--- src/hdl/wb_pipe_pkg.sv ---
// ============================================================
// Pipeline types shared by the write-back stage and its testbench
// ============================================================
package wb_pipe_pkg;

    // ============================================================
    // Memory access size
    // ============================================================

    // Encoding follows funct3[1:0] of RV32I loads and stores
    typedef enum logic [1:0] {
        SIZE_BYTE = 2'b00,
        SIZE_HALF = 2'b01,
        SIZE_WORD = 2'b10
    } data_size_e;

    // ============================================================
    // Execute to write-back bundle
    // ============================================================

    // Decoded flags travel with the results
    // Address and branch condition both come in result1
    typedef struct packed {
        // ALU result, memory address, or condition in bit 0
        logic [31:0] result1;
        // Store data or branch target
        logic [31:0] result2;
        // Destination register
        logic [4:0]  rd;
        logic        rd_write;
        // Unconditional branch
        logic        branch;
        // Branch only if result1[0] is set
        logic        branch_cond;
        logic        ld;
        logic        st;
        // Zero extend load data instead of sign extend
        logic        data_uns;
        // Stage halts on this one
        logic        illegal;
        data_size_e  data_size;
    } pipe_ex_wb_t;

endpackage

--- src/hdl/data_bus_pkg.sv ---
// ============================================================
// Data bus request type between load/store unit and memory
// ============================================================
package data_bus_pkg;

    // ============================================================
    // Request bundle
    // ============================================================

    // Held stable from request until data_gnt
    // Read data and grant return as separate signals
    typedef struct packed {
        // Always word aligned
        logic [31:0] addr;
        // Data already steered into byte lanes
        logic [31:0] wr_data;
        // One bit per byte lane
        logic [3:0]  wr_mask;
        // Read request
        logic        rd_req;
        // Write request
        logic        wr_req;
    } data_req_t;

endpackage

--- src/hdl/load_store_unit.sv ---
// ============================================================
// Load/store engine on a word-wide request/grant data bus
// Splits word-crossing accesses into two word requests
// ============================================================
`timescale 1ns/1ns

module load_store_unit
    import wb_pipe_pkg::*;
    import data_bus_pkg::*;
(
    input  logic        clk,
    input  logic        rstz,
    // Accept pulse from the stage
    input  logic        start,
    input  pipe_ex_wb_t bundle,
    output logic        done,
    // Load result toward the register file
    output logic        load_en,
    output logic [4:0]  load_rd,
    output logic [31:0] load_data,
    // Data bus
    output data_req_t   data_req,
    input  logic [31:0] data_rd_data,
    input  logic        data_gnt
);

    typedef enum logic [1:0] {
        IDLE,
        FIRST,
        SECOND
    } lsu_state_e;

    lsu_state_e  state;

    // Latched access
    logic [31:0] addr_q;
    logic [31:0] st_data_q;
    data_size_e  size_q;
    logic        uns_q;
    logic        ld_q;
    // First word of a split load
    logic [31:0] lo_word_q;

    logic [1:0]  offset;
    logic [2:0]  size_bytes;
    logic [3:0]  size_mask;
    logic        split;
    logic        final_gnt;
    logic [31:0] word_addr;
    logic [63:0] st_wide;
    logic [7:0]  mask_wide;
    logic [63:0] ld_pair;
    logic [63:0] ld_shift;
    logic [31:0] ld_ext;

    // ============================================================
    // Access geometry
    // ============================================================

    assign offset    = addr_q[1:0];
    assign word_addr = {addr_q[31:2], 2'b00};

    always_comb begin
        case (size_q)
            SIZE_BYTE: begin
                size_bytes = 3'd1;
                size_mask  = 4'b0001;
            end
            SIZE_HALF: begin
                size_bytes = 3'd2;
                size_mask  = 4'b0011;
            end
            default: begin
                size_bytes = 3'd4;
                size_mask  = 4'b1111;
            end
        endcase
    end

    // Bytes spill into the next word
    assign split = ({1'b0, offset} + size_bytes) > 3'd4;

    assign final_gnt = data_gnt && (((state == FIRST) && !split) || (state == SECOND));

    // Store lanes over two words, upper half used by the second access
    assign st_wide   = {32'b0, st_data_q} << {offset, 3'b000};
    assign mask_wide = {4'b0, size_mask} << offset;

    // ============================================================
    // Bus request
    // ============================================================

    always_comb begin
        data_req.addr    = (state == SECOND) ? word_addr + 32'd4 : word_addr;
        data_req.wr_data = (state == SECOND) ? st_wide[63:32] : st_wide[31:0];
        data_req.wr_mask = (state == SECOND) ? mask_wide[7:4] : mask_wide[3:0];
        data_req.rd_req  = (state != IDLE) && ld_q;
        data_req.wr_req  = (state != IDLE) && !ld_q;
    end

    // ============================================================
    // Load assembly
    // ============================================================

    // Pair the two reads, then drop the leading bytes
    assign ld_pair  = (state == SECOND) ? {data_rd_data, lo_word_q} : {32'b0, data_rd_data};
    assign ld_shift = ld_pair >> {offset, 3'b000};

    always_comb begin
        case (size_q)
            SIZE_BYTE: ld_ext = uns_q ? {24'b0, ld_shift[7:0]}
                                      : {{24{ld_shift[7]}}, ld_shift[7:0]};
            SIZE_HALF: ld_ext = uns_q ? {16'b0, ld_shift[15:0]}
                                      : {{16{ld_shift[15]}}, ld_shift[15:0]};
            default:   ld_ext = ld_shift[31:0];
        endcase
    end

    // ============================================================
    // Sequencer
    // ============================================================

    always_ff @(posedge clk or negedge rstz) begin
        if (!rstz) begin
            state   <= IDLE;
            done    <= 1'b0;
            load_en <= 1'b0;
        end else begin
            done    <= final_gnt;
            load_en <= final_gnt && ld_q;
            case (state)
                IDLE:    if (start) state <= FIRST;
                FIRST:   if (data_gnt) state <= split ? SECOND : IDLE;
                SECOND:  if (data_gnt) state <= IDLE;
                default: state <= IDLE;
            endcase
        end
    end

    always_ff @(posedge clk) begin
        if (start) begin
            addr_q    <= bundle.result1;
            st_data_q <= bundle.result2;
            size_q    <= bundle.data_size;
            uns_q     <= bundle.data_uns;
            ld_q      <= bundle.ld;
            load_rd   <= bundle.rd;
        end
        if ((state == FIRST) && data_gnt) begin
            lo_word_q <= data_rd_data;
        end
        if (final_gnt) begin
            load_data <= ld_ext;
        end
    end

endmodule

--- src/hdl/wb_stage.sv ---
// ============================================================
// Write-back stage sequencer with register write and branch
// Loads and stores go through the load/store unit
// ============================================================
`timescale 1ns/1ns

module wb_stage
    import wb_pipe_pkg::*;
    import data_bus_pkg::*;
(
    input  logic        clk,
    input  logic        rstz,
    // Pipeline input
    input  pipe_ex_wb_t execute,
    input  logic        pipe_in_vld,
    output logic        pipe_in_rdy,
    // Register write port
    output logic [31:0] regwr_data,
    output logic [4:0]  regwr_sel,
    output logic        regwr_en,
    // Branch
    output logic        branch,
    output logic [31:0] branch_target,
    // Data bus
    output data_req_t   data_req,
    input  logic [31:0] data_rd_data,
    input  logic        data_gnt
);

    typedef enum logic [1:0] {
        WRITE,
        LSU,
        CATCH
    } wb_state_e;

    wb_state_e   state;
    wb_state_e   next_state;

    logic        accept;
    logic        direct;
    logic        lsu_start;
    logic        lsu_done;
    logic        load_en;
    logic [4:0]  load_rd;
    logic [31:0] load_data;

    // Direct write registers
    logic        wr_en_q;
    logic [4:0]  wr_sel_q;
    logic [31:0] wr_data_q;

    // ============================================================
    // Sequencer
    // ============================================================

    // Ready again in the cycle the unit reports done
    assign pipe_in_rdy = (state == WRITE) || lsu_done;
    assign accept      = pipe_in_vld && pipe_in_rdy;

    // Plain result or branch, finished in one cycle
    assign direct    = accept && !execute.illegal && !execute.ld && !execute.st;
    assign lsu_start = accept && !execute.illegal && (execute.ld || execute.st);

    always_comb begin
        next_state = state;
        if (accept) begin
            if (execute.illegal) begin
                next_state = CATCH;
            end else if (execute.ld || execute.st) begin
                next_state = LSU;
            end else begin
                next_state = WRITE;
            end
        end else if (lsu_done) begin
            next_state = WRITE;
        end
    end

    // CATCH only leaves through reset
    always_ff @(posedge clk or negedge rstz) begin
        if (!rstz) begin
            state <= WRITE;
        end else begin
            state <= next_state;
        end
    end

    // ============================================================
    // Load/store unit
    // ============================================================

    load_store_unit u_lsu (
        .clk          (clk),
        .rstz         (rstz),
        .start        (lsu_start),
        .bundle       (execute),
        .done         (lsu_done),
        .load_en      (load_en),
        .load_rd      (load_rd),
        .load_data    (load_data),
        .data_req     (data_req),
        .data_rd_data (data_rd_data),
        .data_gnt     (data_gnt)
    );

    // ============================================================
    // Register write and branch
    // ============================================================

    always_ff @(posedge clk or negedge rstz) begin
        if (!rstz) begin
            wr_en_q <= 1'b0;
            branch  <= 1'b0;
        end else begin
            wr_en_q <= direct && execute.rd_write;
            // Pulse for one cycle only
            branch  <= direct && (execute.branch ||
                                  (execute.branch_cond && execute.result1[0]));
        end
    end

    always_ff @(posedge clk) begin
        if (direct) begin
            wr_sel_q      <= execute.rd;
            wr_data_q     <= execute.result1;
            branch_target <= execute.result2;
        end
    end

    // Load result is already a flop inside the unit
    // Never overlaps a direct write since nothing is accepted during the access
    assign regwr_en   = wr_en_q || load_en;
    assign regwr_sel  = load_en ? load_rd : wr_sel_q;
    assign regwr_data = load_en ? load_data : wr_data_q;

endmodule

--- src/hdl/reg_file.sv ---
// ============================================================
// Architectural register file with one write and a debug read
// ============================================================
`timescale 1ns/1ns

module reg_file #(
    parameter int REG_COUNT = 32
) (
    input  logic        clk,
    input  logic        rstz,
    input  logic        wr_en,
    input  logic [4:0]  wr_sel,
    input  logic [31:0] wr_data,
    input  logic [4:0]  dbg_sel,
    output logic [31:0] dbg_data
);

    localparam int SEL_W = $clog2(REG_COUNT);

    logic [31:0]      regs [REG_COUNT];
    logic [SEL_W-1:0] wr_idx;
    logic [SEL_W-1:0] dbg_idx;
    logic             wr_ok;
    logic             dbg_ok;

    assign wr_idx  = wr_sel[SEL_W-1:0];
    assign dbg_idx = dbg_sel[SEL_W-1:0];

    // x0 and registers beyond REG_COUNT are out of reach
    assign wr_ok  = (wr_sel != 5'd0) && (wr_sel < REG_COUNT);
    assign dbg_ok = (dbg_sel != 5'd0) && (dbg_sel < REG_COUNT);

    always_ff @(posedge clk or negedge rstz) begin
        if (!rstz) begin
            for (int i = 0; i < REG_COUNT; i++) begin
                regs[i] <= '0;
            end
        end else if (wr_en && wr_ok) begin
            regs[wr_idx] <= wr_data;
        end
    end

    assign dbg_data = dbg_ok ? regs[dbg_idx] : 32'b0;

endmodule

--- src/hdl/wb_top.sv ---
// ============================================================
// Write-back stage with register file, as seen by the testbench
// ============================================================
`timescale 1ns/1ns

module wb_top
    import wb_pipe_pkg::*;
    import data_bus_pkg::*;
#(
    // 16 gives an RV32E register file
    parameter int REG_COUNT = 32
) (
    input  logic        clk,
    input  logic        rstz,
    // Pipeline input
    input  pipe_ex_wb_t execute,
    input  logic        pipe_in_vld,
    output logic        pipe_in_rdy,
    // Branch
    output logic        branch,
    output logic [31:0] branch_target,
    // Data bus
    output data_req_t   data_req,
    input  logic [31:0] data_rd_data,
    input  logic        data_gnt,
    // Debug read
    input  logic [4:0]  dbg_sel,
    output logic [31:0] dbg_data
);

    logic [31:0] regwr_data;
    logic [4:0]  regwr_sel;
    logic        regwr_en;

    wb_stage u_wb_stage (
        .clk           (clk),
        .rstz          (rstz),
        .execute       (execute),
        .pipe_in_vld   (pipe_in_vld),
        .pipe_in_rdy   (pipe_in_rdy),
        .regwr_data    (regwr_data),
        .regwr_sel     (regwr_sel),
        .regwr_en      (regwr_en),
        .branch        (branch),
        .branch_target (branch_target),
        .data_req      (data_req),
        .data_rd_data  (data_rd_data),
        .data_gnt      (data_gnt)
    );

    reg_file #(
        .REG_COUNT (REG_COUNT)
    ) u_reg_file (
        .clk      (clk),
        .rstz     (rstz),
        .wr_en    (regwr_en),
        .wr_sel   (regwr_sel),
        .wr_data  (regwr_data),
        .dbg_sel  (dbg_sel),
        .dbg_data (dbg_data)
    );

endmodule

--- config.mk ---
export PLATFORM = sky130hd
export DESIGN_NAME = wb_top
export DESIGN_NICKNAME = d
export VERILOG_FILES = /design/src/hdl/wb_pipe_pkg.sv /design/src/hdl/data_bus_pkg.sv /design/src/hdl/load_store_unit.sv /design/src/hdl/wb_stage.sv /design/src/hdl/reg_file.sv /design/src/hdl/wb_top.sv
export SDC_FILE = /design/constraint.sdc
export NUM_CORES = 2
export LEC_CHECK = 0
export BUFFER_PORTS_ARGS = -buffer_cell sky130_fd_sc_hd__buf_4
export CORE_MARGIN = 3
export CORE_UTILIZATION = 35
export CTS_BUF_LIST = sky130_fd_sc_hd__clkbuf_4 sky130_fd_sc_hd__clkbuf_8
export CTS_CLUSTER_SIZE = 40
export DETAILED_ROUTE_END_ITERATION = 12
export PLACE_DENSITY_LB_ADDON = 0.2
export SYNTH_ARGS = -nofsm -noshare
export SYNTH_HDL_FRONTEND = slang
export SYNTH_SLANG_ARGS = --single-unit
export TNS_END_PERCENT = 10
--- constraint.sdc ---
create_clock -name clk -period 6.7 [get_ports clk]
set_input_delay 0.335 -clock clk [delete_from_list [all_inputs] [get_ports clk]]
set_output_delay 0.335 -clock clk [all_outputs]
set_load 0.05 [all_outputs]
[After elaboration in Yosys (flattened, before gate mapping)]
Cells that the tools add are included.
Storage, ports and cells
  output and inout port bits: 136
  logic and storage cells: 127
  flip-flop bits (word level): 1238
  bits of input ports: 119
Cells by class
  reductions and logical operators: 34
  equal/unequal tests: 6
  $lt $le $gt $ge: 4
  shifts and indexed selects: 3
  add/sub/neg operators: 2
  multiplexer cells: 27
  bitwise gates (word level): 2
Operator list (count)
  bitwise mux 1024 bit: 1
  two-way mux 32 bit: 9
  binary-select mux 32 bit (select 5 bit): 1
  demux 32 bit (select 5 bit): 1
  two-way mux 64 bit: 1
  case mux 32 bit (2 select lines): 1
  left shift 32 x 5 -> 64 bit: 1
  >> shifter 64 x 5 -> 32 bit: 1
  adder 32 x 3 -> 32 bit (second input constant): 1
  logical AND 1 bit: 16
  two-way mux 2 bit: 7
  >= comparator 6 bit (second input constant): 2
  NOT 5 -> 6 bit: 2
  nonzero test 5 bit: 2
  case mux 4 bit (2 select lines): 1
  left shift 4 x 2 -> 8 bit: 1
  logical NOT 2 bit: 3
  less-than comparator 6 x 1 -> 1 bit (second input constant): 1
  case mux 2 bit (3 select lines): 1
  case mux 3 bit (2 select lines): 1
  logical NOT 1 bit: 5
  logical OR 1 bit: 5
  two-way mux 5 bit: 1
  == test 2 x 1 -> 1 bit (second input constant): 2
  other kinds (9): 11

[Longest topological paths before layout]
  word-level depth: 9
  depth in mapped cells: 12
  depth with buffers taken out: 10

[By module]
Synthesis repeated with hierarchy kept, for this count alone.
Unflattened totals
  cells, all modules: 3654
  area total of the unflattened synthesis: 56715.6 um^2
Modules (own cells, without submodules)
  reg_file: cells an instance 2949, seq. area each 25624.6 um^2, area an instance 46940.0 um^2, instances 1
  load_store_unit: cells an instance 574, seq. area each 4214.0 um^2, area an instance 7051.8 um^2, instances 1
  wb_stage: cells an instance 131, seq. area each 2172.1 um^2, area an instance 2723.9 um^2, instances 1

[Worst setup path after synthesis]
OpenSTA, ideal clock, no wires.
  path kind: register -> register
  start point: register u_wb_stage.state[1]
  end point: register u_wb_stage.branch_target[0] (enable)
  clock period less this slack: 6.784 ns
  cell stages (with the launch flop): 4
  library setup time: 0.583 ns
  arrival: 6.201 ns
  data required time: 6.117 ns
  path buffers: 0
  setup slack: -0.084 ns
  path through: dfrtp_1 -> o21bai_1 -> nand3b_1 -> nor3_1
On the way
  word-level cells in the longest chain between the ends: 6
RTL lines
  from (decl): RTL line wb_stage.sv:36  | wb_state_e state;
  from (signal assigned): RTL line wb_stage.sv:84  | state <= next_state;
  logical NOT 2 bit: RTL line wb_stage.sv:57  | assign pipe_in_rdy = (state == WRITE) || lsu_done;
  logical OR 1 bit: RTL line wb_stage.sv:57
  net pipe_in_rdy: RTL line wb_top.sv:18  | output logic pipe_in_rdy,
  logical AND 1 bit: RTL line wb_stage.sv:58  | assign accept = pipe_in_vld && pipe_in_rdy;
  logical AND 1 bit (3 in series): RTL line wb_stage.sv:61  | assign direct = accept && !execute.illegal && !execute.ld && !execute.st;
  net u_wb_stage.direct: RTL line wb_stage.sv:40  | logic direct;
  to (signal assigned): RTL line wb_stage.sv:126  | branch_target <= execute.result2;
  to (decl): RTL line wb_stage.sv:23  | output logic [31:0] branch_target,
The timed path passes the listed nets, and every way through them passes these cells.
A chain may end at the register's enable or synchronous reset.

==> impl_metrics.csv <==
group,metric,value,unit
run_status,outcome,"finished clean",
worst_setup_path,cp_top_family,"simple AND/OR/NAND/NOR gates",
worst_setup_path,cp_slowest_cell,"nand2_1",
cts,cts.htree.levels,4,
cells_and_area,syn2layout_area_growth,17.0,%
placement,dp_cells,6630,
timing,slew_violations,0,
worst_setup_path,r2r-end,"u_reg_file.regs[70]$_DFFE_PN0P_",
synth,synth_cell_types,71,
cts,cts.repair.resized,0,
cells_and_area,drive_gt1_share,22.7,%
synth,synth.cell_area,0.0543,mm²
drt,firstDrtPassIters,5,
grt,grt_max_degree,179,
pwr,power.density,242,mW/mm²
timing,fmax,261,MHz
die,die-width,400,µm
placement,gp_congestion,0.775,
timing,final.min_clock_period,3.84,ns
cts,clockRootBuffer,"clkbuf_8",
cts,cts.clk_slew.worst_paths,0.06,ns
die,core,0.153,mm²
synth,synth_warnings,0,
worst_setup_path,critPathBufInv,2,
cells_and_area,finalNonFillerCells,7117,
cells_and_area,nets,5049,
synth,ys_ff_latch,1238,
worst_setup_path,startpoint_type,"flop",
worst_setup_path,path_common_cell,"buf_4",
synth,ys_async_sr_fraction,83.4,%
synth,yosysSeqAreaShare,58.9,%
worst_hold_path,hold_end,"u_wb_stage.branch_target[17]$_DFFE_PP_",
grt,grt_overflow,0,
grt,grt_pass1_wl,248000,µm
timing,tightest_slew,1.16,ns
synth,synthCells,4716,
placement,dpl_worst_slack,3.06,ns
cts,numClockSinks,1238,
cells_and_area,final_common_cell,"dfrtp_1",
worst_hold_path,min_path_type,"input port to flop",
timing,grt_setup_unrepaired,"false",
worst_hold_path,min_from,"execute[31]",
placement,dp_hpwl,93900,µm
worst_setup_path,worstSetupEndpointType,"output pin",
cts,post_cts_buffers,0,
die,die_area,0.160,mm²
drt,final_antenna_net_count,0,
cells_and_area,final_cell_mix,"dfrtp_1 (1031), nand2_1 (694), o21ai_0 (590), a21oi_1 (474), nor2_1 (452)",
cts,cts-buffers-inserted,209,
drt,drc,0,
drt,first_iter_violations,2747,
synth,synth.avg_cell_area,11.5,µm²
grt,grtUsageTotal,20.8,%
cts,clockBufferDepth,3,
cts,clk_latency,0.93,ns
drt,wl,164000,µm
timing,setup_viol_count_final,0,
worst_setup_path,ff2ff_setup_slack,3.32,ns
synth,synth_edf_count,206,
worst_setup_path,rr_startpoint,"u_wb_stage.u_lsu.load_en$_DFF_PN0_",
drt,viasPerCell,5.19,
timing,worst_hold_slack,0.171,ns
die,fp-row-count,143,
worst_setup_path,path_max_fanout,34,
timing,period_share,57.3,%
timing,layout_setup_ws,2.86,ns
timing,finClkSkew,0.0578,ns
timing,setup-tns-final,0,ns
worst_setup_path,crit_chain,"nor2b_4 > buf_4 > nand2_1 > o2bb2ai_1 > buf_4",
flow_run,maxCapViolCount,0,
synth,synth_flop_cell,"dfrtp_1",
worst_setup_path,reg2reg_depth,5,
worst_setup_path,worstPathArrival,3.50,ns
die,die_h,400,µm
placement,io_buffers,252,
timing,relSlewSlack,20.9,%
worst_setup_path,required,6.36,ns
die,io_pins,255,
pwr,p_leak,27.5,nW
die,start_util,35.5,%
grt,grt_pass1_vias,37813,
drt,wl_per_cell,23.1,µm
cts,cts_tree,"yes",
worst_hold_path,min_path_cells,2,
grt,antenna_found_initial,5,
pwr,irDropWorstVdd,0.209,mV
timing,hold_viol_final,0,
worst_setup_path,critical-path-max-stage-delay,0.56,ns
drt,dr_total_vias,36941,
worst_setup_path,path_class,"flop to output pin",
[synth_stat cells, drive strengths merged (2+ instances only)]
cell type  number  area share (%)
dfrtp        1032              48
or2             3           0.035
xor2           13            0.21
buf           179             1.8
xnor2          17            0.27
ha              3           0.069
nor3            6           0.074
nor2b          14            0.17
edfxtp        206              11
o2bb2ai         9            0.15
nand2         703             4.9
a2111oi         3            0.11
and4            2           0.032
nand2b          5           0.058
o21ai         634             5.8
a31o            8            0.13
clkbuf        286             2.0
a22oi          23            0.32
a21oi         477             4.4
a221oi          9            0.15
o211ai         19            0.35
nand3          27            0.27
mux2           59             1.2
o31ai           2           0.028
and3           20            0.23
o22ai           9            0.10
nand3b          5           0.069
or3b            2           0.037
mux2i         134             2.5
and3b           4           0.064
inv             8           0.055
or4             3           0.041
mux4          278              12
nor4            3           0.046
nor2          459             3.2
a31oi          24            0.30
nor3b           4           0.055
nand4           5           0.058
and2            4           0.046
[routing by layer]
metal  vias to the layer above  track usage (%)  part of all wire [%]  wire [µm]
met3                       276             3.88                   4.9       8000
met5                         -                0                     0          0
met2                       897             34.0                    48      78700
met1                     18684             28.3                    44      72900
li1                      17084                -                     -          -
met4                         0             6.26                   2.7       4420
[area by class of cell]
type	count	area (µm²)
diodes	4	10.0
clock inverters	37	333
inverters	9	33.8
fillers	14925	89600
flip-flops and latches	1238	32000
clock buffers	331	4060
well taps	2030	2540
repair buffers	463	3930
multi-input cells	3005	20700
[worst max-delay path by stage]
stage	from	end	slack [ns]	cells after the start
6_report	u_wb_stage.u_lsu.state[1]$_DFFE_PN0P_	data_req[11]	2.86	5
5_1_grt	u_wb_stage.u_lsu.state[1]$_DFFE_PN0P_	data_req[11]	2.60	5
4_1_cts	u_wb_stage.u_lsu.state[1]$_DFFE_PN0P_	data_req[11]	2.75	5
3_5_place_dp	dbg_sel[0]	dbg_data[20]	3.06	8
3_3_place_gp	dbg_sel[0]	dbg_data[12]	3.05	7
2_1_floorplan	u_wb_stage.state[1]$_DFFE_PN0P_	u_wb_stage.u_lsu.addr_q[0]$_DFFE_PP_	1.62	3
[flip-flops by register name, summed over array words and instances (netlist names), 2 cells and up]
signal	count
u_reg_file.regs	1024
u_wb_stage.u_lsu.state	2
u_wb_stage.state	2
u_wb_stage.wr_data_q	32
u_wb_stage.branch_target	32
u_wb_stage.u_lsu.addr_q	32
u_wb_stage.u_lsu.lo_word_q	32
u_wb_stage.u_lsu.load_data	32
u_wb_stage.u_lsu.load_rd	5
u_wb_stage.u_lsu.st_data_q	32
u_wb_stage.wr_sel_q	5
u_wb_stage.u_lsu.size_q	2
[power breakdown]
group	switching, mW	internal (mW)
Sequential	0	7.65
Clock	3.14	3.94
Combinational	0.436	0.223
Total	3.57	11.8
[kinds of logic (layout without fill, tap and decap cells)]
group,after synthesis,after routing,share of synthesized area (%)
fa+ha+maj,5,5,0.124
buf+inv,474,840,3.83
xor+xnor,30,30,0.483
compound gates,1225,1225,12.0
other cells,1,6,0.00690
flops,1238,1238,58.9
simple gates,1272,1272,9.37
mux,471,471,15.2
[stage by stage]
stage          instance area (µm²)  util, %  power, mW
2_1_floorplan                54400        -       8.05
3_3_place_gp                 58000     37.9       8.40
3_5_place_dp                 58000     37.9       8.41
4_1_cts                      63600     41.5       15.6
5_1_grt                      63600     41.5       16.0
6_report                     63600     41.5       15.4
[repair_timing]
action / 4_1_cts / 5_1_grt
hold buffers: 115 / 0
hold endpoints to repair: 403 / 0
setup endpoints to repair: 0 / 0
Note: power is estimated with default switching activity, not from simulation.
